--- config.mk ---
export PLATFORM = sky130hd
export DESIGN_NAME = convUnit
export DESIGN_NICKNAME = d
export VERILOG_FILES = /design/src/hdl/convPkg.sv /design/src/hdl/convLaneIf.sv /design/src/hdl/convDispatch.sv /design/src/hdl/convLane.sv /design/src/hdl/convCollect.sv /design/src/hdl/convUnit.sv
export SDC_FILE = /design/constraint.sdc
export NUM_CORES = 1
export LEC_CHECK = 0
export BUFFER_PORTS_ARGS = -buffer_cell sky130_fd_sc_hd__buf_4
export CAP_MARGIN = 20
export CORE_MARGIN = 4
export CORE_UTILIZATION = 60
export DETAILED_ROUTE_END_ITERATION = 8
export PLACE_DENSITY = 0.81
export SETUP_SLACK_MARGIN = 0.1
export SLEW_MARGIN = 40
export SYNTH_ARGS = -nofsm -noshare
export SYNTH_HDL_FRONTEND = slang
export SYNTH_SLANG_ARGS = --single-unit
--- constraint.sdc ---
create_clock -name clock -period 5.9 [get_ports clock]
set_input_delay 0 -clock clock [delete_from_list [all_inputs] [get_ports clock]]
set_output_delay 0 -clock clock [all_outputs]
set_load 0.02 [all_outputs]
--- src/hdl/convPkg.sv ---
//--------------------
// conversion unit types
// register word and op codes shared by the lanes
//--------------------
package convPkg;

	// one 64-bit register value
	typedef logic [63:0] convWord_t;

	// codes 21 to 31 are undefined and give zero
	typedef enum logic [4:0] {
		opMov        = 5'd0,
		opNot        = 5'd1,
		opExtSb      = 5'd2,
		opExtSw      = 5'd3,
		opExtSl      = 5'd4,
		opExtUb      = 5'd5,
		opExtUw      = 5'd6,
		opExtUl      = 5'd7,
		// immediate high-part loaders
		opLdiHi      = 5'd8,
		opLdiQHi     = 5'd9,
		opLdiQHi16   = 5'd10,
		opLdiQHi32   = 5'd11,
		opFNeg       = 5'd12,
		opFAbs       = 5'd13,
		// pixel ops
		opRgbShr1    = 5'd14,
		opRgb5Pck32  = 5'd15,
		opRgb5Upck32 = 5'd16,
		opRgb5Pck64  = 5'd17,
		opRgb5Upck64 = 5'd18,
		opRgb32Pck64 = 5'd19,
		opRgb32Upck64 = 5'd20
	} convOp_t;

endpackage

--- src/hdl/convLaneIf.sv ---
//--------------------
// dispatcher to lane channel
// valid/ready handshake with op and operand
//--------------------
interface convLaneIf
	import convPkg::*;
();

	logic      valid;
	convOp_t   op;
	convWord_t val;
	logic      ready;

	modport src (
		output valid,
		output op,
		output val,
		input  ready
	);

	modport dst (
		input  valid,
		input  op,
		input  val,
		output ready
	);

endinterface

--- src/hdl/convDispatch.sv ---
//--------------------
// conversion dispatcher
// round-robin issue of operations to the lanes
//--------------------
module convDispatch
	import convPkg::*;
#(
	parameter int NumLanes = 4
) (
	input  logic      clock,
	input  logic      arstN,
	input  logic      inValid,
	input  convOp_t   inOp,
	input  convWord_t inVal,
	output logic      inReady,
	convLaneIf.src    lanes [NumLanes]
);

	localparam int PtrW = (NumLanes > 1) ? $clog2(NumLanes) : 1;

	typedef logic [PtrW-1:0] lanePtr_t;

	lanePtr_t            issuePtr;
	logic [NumLanes-1:0] laneReady;

	for (genvar i = 0; i < NumLanes; i++) begin : genLane
		// only the pointed lane sees the valid
		assign lanes[i].valid = inValid && (issuePtr == lanePtr_t'(i));
		assign lanes[i].op    = inOp;
		assign lanes[i].val   = inVal;
		assign laneReady[i]   = lanes[i].ready;
	end

	assign inReady = laneReady[issuePtr];

	always_ff @(posedge clock or negedge arstN) begin
		if (!arstN) begin
			issuePtr <= '0;
		end else if (inValid && inReady) begin
			if (issuePtr == lanePtr_t'(NumLanes - 1)) begin
				issuePtr <= '0;
			end else begin
				issuePtr <= issuePtr + lanePtr_t'(1);
			end
		end
	end

endmodule

--- src/hdl/convLane.sv ---
//--------------------
// conversion lane
// decodes one op and holds its result until drained
//--------------------
module convLane
	import convPkg::*;
(
	input  logic      clock,
	input  logic      arstN,
	convLaneIf.dst    req,
	output logic      resValid,
	output convWord_t resVal,
	input  logic      resReady
);

	logic      full;
	convWord_t resReg;
	convWord_t convVal;
	convWord_t src;
	logic [31:0] rgb5Upck32;

	assign src = req.val;

	// 555 to 8888 with alpha from bit 15
	assign rgb5Upck32 = {
		src[15] ? {src[10], src[5], src[0], 5'b0} : 8'hFF,
		src[14:10], src[14:12],
		src[ 9: 5], src[ 9: 7],
		src[ 4: 0], src[ 4: 2]
	};

	always_comb begin
		convVal = '0;
		case (req.op)
			opMov:   convVal = src;
			opNot:   convVal = ~src;
			opExtSb: convVal = {{56{src[7]}}, src[7:0]};
			opExtSw: convVal = {{48{src[15]}}, src[15:0]};
			opExtSl: convVal = {{32{src[31]}}, src[31:0]};
			opExtUb: convVal = {56'b0, src[7:0]};
			opExtUw: convVal = {48'b0, src[15:0]};
			opExtUl: convVal = {32'b0, src[31:0]};

			opLdiHi:    convVal = {src[41:0], 22'b0};
			opLdiQHi:   convVal = {src[9:0], 54'b0};
			opLdiQHi16: convVal = {src[47:0], 16'b0};
			opLdiQHi32: convVal = {src[31:0], 32'b0};

			// sign bit only
			opFNeg: convVal = {~src[63], src[62:0]};
			opFAbs: convVal = {1'b0, src[62:0]};

			opRgbShr1: begin
				convVal = {48'b0, 1'b0,
					1'b0, src[14:11],
					1'b0, src[ 9: 6],
					1'b0, src[ 4: 1]};
			end
			opRgb5Pck32: begin
				convVal = {48'b0, 1'b0, src[23:19], src[15:11], src[7:3]};
				// translucent pixels keep three alpha bits
				if (src[31:28] != 4'hF) begin
					convVal[15] = 1'b1;
					convVal[10] = src[31];
					convVal[5]  = src[30];
					convVal[0]  = src[29];
				end
			end
			opRgb5Upck32: convVal = {32'b0, rgb5Upck32};
			opRgb5Pck64: begin
				convVal = {48'b0, 1'b0, src[47:43], src[31:27], src[15:11]};
				if (src[63:60] != 4'hF) begin
					convVal[15] = 1'b1;
					convVal[10] = src[63];
					convVal[5]  = src[62];
					convVal[0]  = src[61];
				end
			end
			opRgb5Upck64: begin
				convVal = {
					rgb5Upck32[31:24], rgb5Upck32[31:24],
					rgb5Upck32[23:16], rgb5Upck32[23:16],
					rgb5Upck32[15: 8], rgb5Upck32[15: 8],
					rgb5Upck32[ 7: 0], rgb5Upck32[ 7: 0]
				};
			end
			opRgb32Pck64: begin
				convVal = {32'b0, src[63:56], src[47:40], src[31:24], src[15:8]};
			end
			opRgb32Upck64: begin
				convVal = {
					src[31:24], src[31:24],
					src[23:16], src[23:16],
					src[15: 8], src[15: 8],
					src[ 7: 0], src[ 7: 0]
				};
			end
			default: convVal = '0;
		endcase
	end

	// accepts while empty or while being drained
	assign req.ready = !full || resReady;

	always_ff @(posedge clock or negedge arstN) begin
		if (!arstN) begin
			full <= 1'b0;
		end else if (req.valid && req.ready) begin
			full <= 1'b1;
		end else if (resReady) begin
			full <= 1'b0;
		end
	end

	always_ff @(posedge clock) begin
		if (req.valid && req.ready) begin
			resReg <= convVal;
		end
	end

	assign resValid = full;
	assign resVal   = resReg;

endmodule

--- src/hdl/convCollect.sv ---
//--------------------
// result collector
// drains the lanes in issue order
//--------------------
module convCollect
	import convPkg::*;
#(
	parameter int NumLanes = 4
) (
	input  logic      clock,
	input  logic      arstN,
	input  logic      laneValid [NumLanes],
	input  convWord_t laneVal [NumLanes],
	output logic      laneReady [NumLanes],
	output logic      outValid,
	output convWord_t outVal,
	input  logic      outReady
);

	localparam int PtrW = (NumLanes > 1) ? $clog2(NumLanes) : 1;

	typedef logic [PtrW-1:0] lanePtr_t;

	lanePtr_t drainPtr;

	assign outValid = laneValid[drainPtr];
	assign outVal   = laneVal[drainPtr];

	// ready goes to the pointed lane only
	for (genvar i = 0; i < NumLanes; i++) begin : genReady
		assign laneReady[i] = outReady && (drainPtr == lanePtr_t'(i));
	end

	always_ff @(posedge clock or negedge arstN) begin
		if (!arstN) begin
			drainPtr <= '0;
		end else if (outValid && outReady) begin
			if (drainPtr == lanePtr_t'(NumLanes - 1)) begin
				drainPtr <= '0;
			end else begin
				drainPtr <= drainPtr + lanePtr_t'(1);
			end
		end
	end

endmodule

--- src/hdl/convUnit.sv ---
//--------------------
// multi-lane conversion unit
// dispatcher, registered lanes and in-order collector
//--------------------
module convUnit
	import convPkg::*;
#(
	parameter int NumLanes = 4
) (
	input  logic      clock,
	input  logic      arstN,
	input  logic      inValid,
	output logic      inReady,
	input  convOp_t   inOp,
	input  convWord_t inVal,
	output logic      outValid,
	input  logic      outReady,
	output convWord_t outVal
);

	convLaneIf laneIf [NumLanes] ();

	logic      laneValid [NumLanes];
	convWord_t laneVal [NumLanes];
	logic      laneReady [NumLanes];

	convDispatch #(
		.NumLanes (NumLanes)
	) dispatch (
		.clock   (clock),
		.arstN   (arstN),
		.inValid (inValid),
		.inOp    (inOp),
		.inVal   (inVal),
		.inReady (inReady),
		.lanes   (laneIf)
	);

	for (genvar i = 0; i < NumLanes; i++) begin : genLane
		convLane lane (
			.clock    (clock),
			.arstN    (arstN),
			.req      (laneIf[i]),
			.resValid (laneValid[i]),
			.resVal   (laneVal[i]),
			.resReady (laneReady[i])
		);
	end

	// same round-robin order as the dispatcher
	convCollect #(
		.NumLanes (NumLanes)
	) collect (
		.clock     (clock),
		.arstN     (arstN),
		.laneValid (laneValid),
		.laneVal   (laneVal),
		.laneReady (laneReady),
		.outValid  (outValid),
		.outVal    (outVal),
		.outReady  (outReady)
	);

endmodule

# Word level (Yosys, flattened, before mapping)
# Index checks and enable logic that the tools add are counted.
[totals]
regBits = 264
wordCells = 102
mem_bits_rw = 0
rom_bits = 0
inputBits = 73
latchBits = 0
n_memories = 0
[op_classes]
n_shift = 0
muxes = 28
n_addsub = 2
mul = 0
n_bitwise = 3
n_reduce_logical = 29
n_eq_ne = 28
div = 0
magnitude_cmp = 2
[ops]
columns = ["operator", "n"]
rows = [
  ["case mux 64 bit (21 select lines)", 1],
  ["binary-select mux 64 bit (select 2 bit)", 1],
  ["2-to-1 mux 64 bit", 2],
  ["inverter 64 bit", 1],
  ["equality test 5 x 4 -> 1 bit, second input constant", 8],
  ["equality test 5 bit, second input constant", 5],
  ["equality test 5 x 3 -> 1 bit, second input constant", 4],
  ["2-to-1 mux 1 bit", 19],
  ["logical AND 1 bit", 14],
  ["equality test 5 x 2 -> 1 bit, second input constant", 2],
  ["equality test 2 bit, second input constant", 4],
  ["2-to-1 mux 8 bit", 1],
  ["inequality test 4 bit, second input constant", 2],
  ["nonzero test 2 bit", 4],
  ["equality test 5 x 1 -> 1 bit, second input constant", 1],
  ["zero test 5 bit", 1],
  ["adder 2 x 1 -> 2 bit, second input constant", 2],
  ["binary-select mux 1 bit (select 2 bit)", 2],
  ["equality test 2 x 1 -> 1 bit, second input constant", 2],
  ["zero test 1 bit", 4],
  ["zero test 2 bit", 2],
  ["logical OR 1 bit", 4],
  ["2-to-1 mux 2 bit", 2],
  [">= comparator 3 bit, second input constant", 1],
  ["3 further kinds", 3],
]

# Longest topological paths before layout
[depth]
depth_word = 6
mapped_depth = 9
depth_no_buf = 6

# Hierarchy
# Synthesis repeated with hierarchy kept, for this count alone.
[hier_totals]
cells_unflattened = 2889
hier_area_um2 = 27737.9
[modules_own_cells]
columns = ["mod", "instances", "area_each_um2", "cells_per_inst"]
rows = [
  ["convLane", 4, 5918.2, 622],
  ["convDispatch", 1, 2306.0, 301],
  ["convCollect", 1, 1759.2, 100],
]

# Least setup slack after synthesis
# OpenSTA, ideal clock, no wires.
[synth_path]
path_type = "reg2reg"
startpoint = "register collect.drainPtr[0]"
endpoint = "register genLane[2].lane.resReg[0], enable pin"
stages_incl_launch_ff = 8
setup_ns = 0.494
arrival_ns = 4.167
n_path_buf = 3
period_less_slack_ns = 4.661
slack_ns = 1.239
t_required_ns = 5.406
path_cell_list = "dfrtp_1 > clkbuf_1 > buf_2 > buf_2 > inv_1 > ha_1 > a21bo_2 > nor2b_1"
[synth_between]
elab_chain_len = 4
[synth_lines]
columns = ["element", "line", "rtl"]
rows = [
  ["start: declaration", "convCollect.sv:24", "lanePtr_t drainPtr;"],
  ["start signal: assignment", "convCollect.sv:41", "drainPtr <= drainPtr + lanePtr_t'(1);"],
  ["equality test 2 bit", "convCollect.sv:31", "assign laneReady[i] = outReady && (drainPtr == lanePtr_t'(i));"],
  ["logical AND 1 bit", "convCollect.sv:31", ""],
  ["logical OR 1 bit", "convLane.sv:103", "assign req.ready = !full || resReady;"],
  ["logical AND 1 bit", "convLane.sv:116", "if (req.valid && req.ready) begin"],
  ["end signal: assignment", "convLane.sv:117", "resReg <= convVal;"],
  ["end: declaration", "convLane.sv:17", "convWord_t resReg;"],
]
# Every way passes these cells.
# A chain may end at the register's enable or synchronous reset.

# Worst setup path after layout
[layout_path]
startpoint = "register collect.drainPtr[0]"
endpoint = "output port outVal[54]"
[layout_between]
elab_chain_len = 4
[layout_lines]
columns = ["element", "line", "rtl"]
rows = [
  ["inverter 2 -> 3 bit (not written as such)", "convCollect.sv:27", "assign outVal = laneVal[drainPtr];"],
  ["binary-select mux 64 bit (select 2 bit)", "convCollect.sv:27", ""],
  ["2-to-1 mux 64 bit (not written as such) (2 in series)", "convCollect.sv:27", ""],
  ["end: declaration", "convUnit.sv:18", "output convWord_t outVal"],
]
# Every way passes these cells. The select of a mux whose other input is x is not followed.

==> metrics <==
outcome finished, final reports clean; sequential share of power 0.402; Core Area roughly 22000 um2; die area 25200 um2; synth top area cells edfxtp_1 (56%), mux4_2 (12%), mux2i_1 (2.1%); Mean Syn Cell Area 14.4 um2; r2r setup slk ~3200 ps; TritonCTS clock tree built; Yosys warning count 0; Internal between 4 and 5 mW; Syn Inst Count between 900 and 1k; Syn Nets 1028; layout cells sized above 1 0.275; EDFF count, synth approximately 260; cell taking the most area after synthesis edfxtp_1; WS Path Type reg -> out; Tmin final approximately 3000 ps; Yosys top cell area share 0.563; Hold EP genLane[1].lane.resVal[25]$_DFFE_PP_; Comb pwr share 0.351; Area Growth Syn to Fin 17.8%; vias in the first global route just under 10k; Async S/R FF share, synth 0.0303; htree depth 1; effective utilization at floorplan 0.618; # Post-CTS Setup Buffers 0; grt total ovfl 0; DR vias/cell 7.26; min-delay src inVal[25]; # port buffers ~140; ys flop type edfxtp_1; Setup-failing EPs final 0; FF-to-FF path depth 4; CTS clk-pin slew, worst paths about 60 ps; Static Leak 5.68 nW; drt total wl around 40000 um; Die Ht roughly 160 um; NetSw roughly 2.1 mW; startpoint types flop; Avg WL per Cell about 30 um; origin of the worst setup path collect.drainPtr[0]$_DFFE_PN0P_; TritonCTS Sinks between 200 and 300; Pins Over Slew Limit 0; Final Hold Viols 0; Routed Antenna Nets 0; DRC 0; reg2reg end genLane[3].lane.resVal[14]$_DFFE_PP_; # rows 54; hold crit path type in -> reg; clock buffer depth 3; crit path max fanout 38; TNS Setup 0 ps; total track usage 0.321; CP Data Required Time ~5900 ps; first-pass GRT wire length ~62000 um; vias after detailed routing roughly 10k; Max-slew headroom 0.386; worst hold path cell count 3; post-synthesis register bit count roughly 260; initial drt markers 1536; PostCTS Resize Cnt 0; peak supply drop 0.305 mV; Die W approximately 160 um; fin crit share 0.504; clock share of power 0.247; post-synthesis sequential area ratio 0.578; CTS buffer count 27; Placer Congestion 1.03; clock root buffer clkbuf_16; maximum clock rate about 340 MHz; Pre-antenna DRT Iters 6; initial antenna violation count 0; RSZ-0062 raised after global routing false; ant diodes 0; Switching Share 0.326; largest net degree at the start of global routing between 60 and 70; Critical R2R Launch collect.drainPtr[1]$_DFFE_PN0P_; skew final ~8.0 ps; CP Data Arrival Time between 2000 and 3000 ps; final-stage net count 1169; Max-cap violations 0; CP endpoint kind output port; dpl cells about 1.3k; Mapped Area about 14000 um2; Yosys cell types 75; clk_lat worst skew between 500 and 600 ps; # hold bufs at CTS 48; PD cells about 400 nW/um2; DP HPWL 27200 um; non-filler cells, final roughly 1.4k; slew of the pin with the lowest slew margin approximately 920 ps; final core utilization 0.728; Fillers roughly 1.4k; I/O pins ~140
[logic make-up (layout without fill, tap and decap cells)]
family / Yosys count / in the layout / share of synthesized area
adder cells (fa/ha/maj): 8 / 8 / 0.00733
buffers and inverters: 104 / 266 / 0.0390
flip-flops: 264 / 264 / 0.578
AO/OA/AOI/OAI: 192 / 192 / 0.112
XOR/XNOR: 10 / 10 / 0.00642
multiplexers: 112 / 112 / 0.151
AND/OR/NAND/NOR: 257 / 257 / 0.106
[sequential cells by signal, indices dropped and copies added, names as in the netlist]
register and count:
genLane.lane.resVal 256, genLane.lane.resValid 4, collect.drainPtr 2, dispatch.issuePtr 2
[cells in the mapped netlist, types with 13 or more instances]
cell type	number
edfxtp_1	256
mux4_2	74
nand2_1	67
a21oi_1	32
buf_2	32
clkbuf_1	30
mux2i_1	29
nand4_1	29
nand3_1	28
nor3_1	28
a221oi_1	23
a22oi_1	23
nor2_1	17
and3_1	16
nor2b_1	16
inv_1	15
buf_4	13
o2111ai_1	13
[power groups by stage]
stage / Clock [mW] / Sequential (mW) / Combinational (mW)
global route: 1.72 / 2.66 / 2.41
global placement: 0 / 2.64 / 2.20
finish: 1.60 / 2.62 / 2.28
floorplan: 0 / 2.54 / 1.52
CTS: 1.63 / 2.63 / 2.29
detailed placement: 0 / 2.66 / 2.24
[worst max-delay path by stage]
stage                                                      end  cells past startpoint
after CTS                                           outVal[54]                      3
after floorplan            genLane[2].lane.resVal[0]$_DFFE_PP_                      7
after global routing                                outVal[54]                      3
final                                               outVal[54]                      3
after detailed placement  genLane[0].lane.resVal[53]$_DFFE_PP_                      6
after global placement    genLane[3].lane.resVal[12]$_DFFE_PP_                      4
[final cells by class]
cell class	count	area, um2	area share
Sequential cell	264	7890	0.491
Multi-Input combinational cell	579	5290	0.329
Timing Repair Buffer	200	1650	0.103
Clock buffer	39	731	0.0454
Tap cell	280	350	0.0218
Clock inverter	11	104	0.00646
Inverter	16	60.1	0.00374
[metal layers]
metal / GRT usage / part of all wire / vias up / wire (um)
li1: - / - / 4168 / -
met1: 0.452 / 0.37 / 4921 / 15300
met2: 0.489 / 0.45 / 798 / 18700
met3: 0.0713 / 0.12 / 193 / 4920
met4: 0.138 / 0.057 / 0 / 2340
met5: 0 / 0 / - / 0
[layout by cell type (no fill, tap or decap), types with 6 or more instances in the layout]
| cell | synthesis | routed |
|---|---|---|
| o2111ai_1 | 13 | 13 |
| a22o_1 | 9 | 9 |
| a22oi_1 | 23 | 23 |
| and3_1 | 16 | 16 |
| nand3b_1 | 10 | 10 |
| a221oi_1 | 23 | 23 |
| buf_4 | 13 | 147 |
| o211ai_1 | 10 | 10 |
| nand4_1 | 29 | 29 |
| o21ai_0 | 9 | 9 |
| edfxtp_1 | 256 | 256 |
| dfrtp_1 | 8 | 6 |
| nand2_1 | 67 | 67 |
| nand3_1 | 28 | 28 |
| dlygate4sd3_1 | 0 | 48 |
| xor2_1 | 9 | 9 |
| mux4_2 | 74 | 74 |
| nor3_1 | 28 | 28 |
| nor2b_1 | 16 | 12 |
| clkbuf_1 | 30 | 11 |
| nand4b_1 | 6 | 6 |
| nand2b_1 | 8 | 7 |
| mux2_2 | 9 | 9 |
| mux2i_1 | 29 | 29 |
| a2bb2oi_1 | 7 | 7 |
| ha_1 | 8 | 8 |
| a21oi_1 | 32 | 32 |
| nor2_1 | 17 | 17 |
| and2_1 | 7 | 7 |
| clkbuf_16 | 0 | 27 |
| a211oi_1 | 6 | 6 |
| inv_1 | 15 | 15 |
[worst max-delay path, stage by stage, from the launching register on]
cell,delay (ps)
dfrtp_4,890
buf_4,670
mux4_2,640
buf_4,190
[metrics by stage]
step	worst slack (ps)	cell area (um2)	total power, mW	hold WS [ps]
after global placement	2710	14700	4.84	-170
after floorplan	1240	13600	4.06	-296
after CTS	2820	16100	6.54	2.30
after detailed placement	3010	14800	4.90	-170
final	2930	16100	6.50	24.8
after global routing	2690	16100	6.78	18.5
Note: power is estimated with default switching activity, not from simulation.
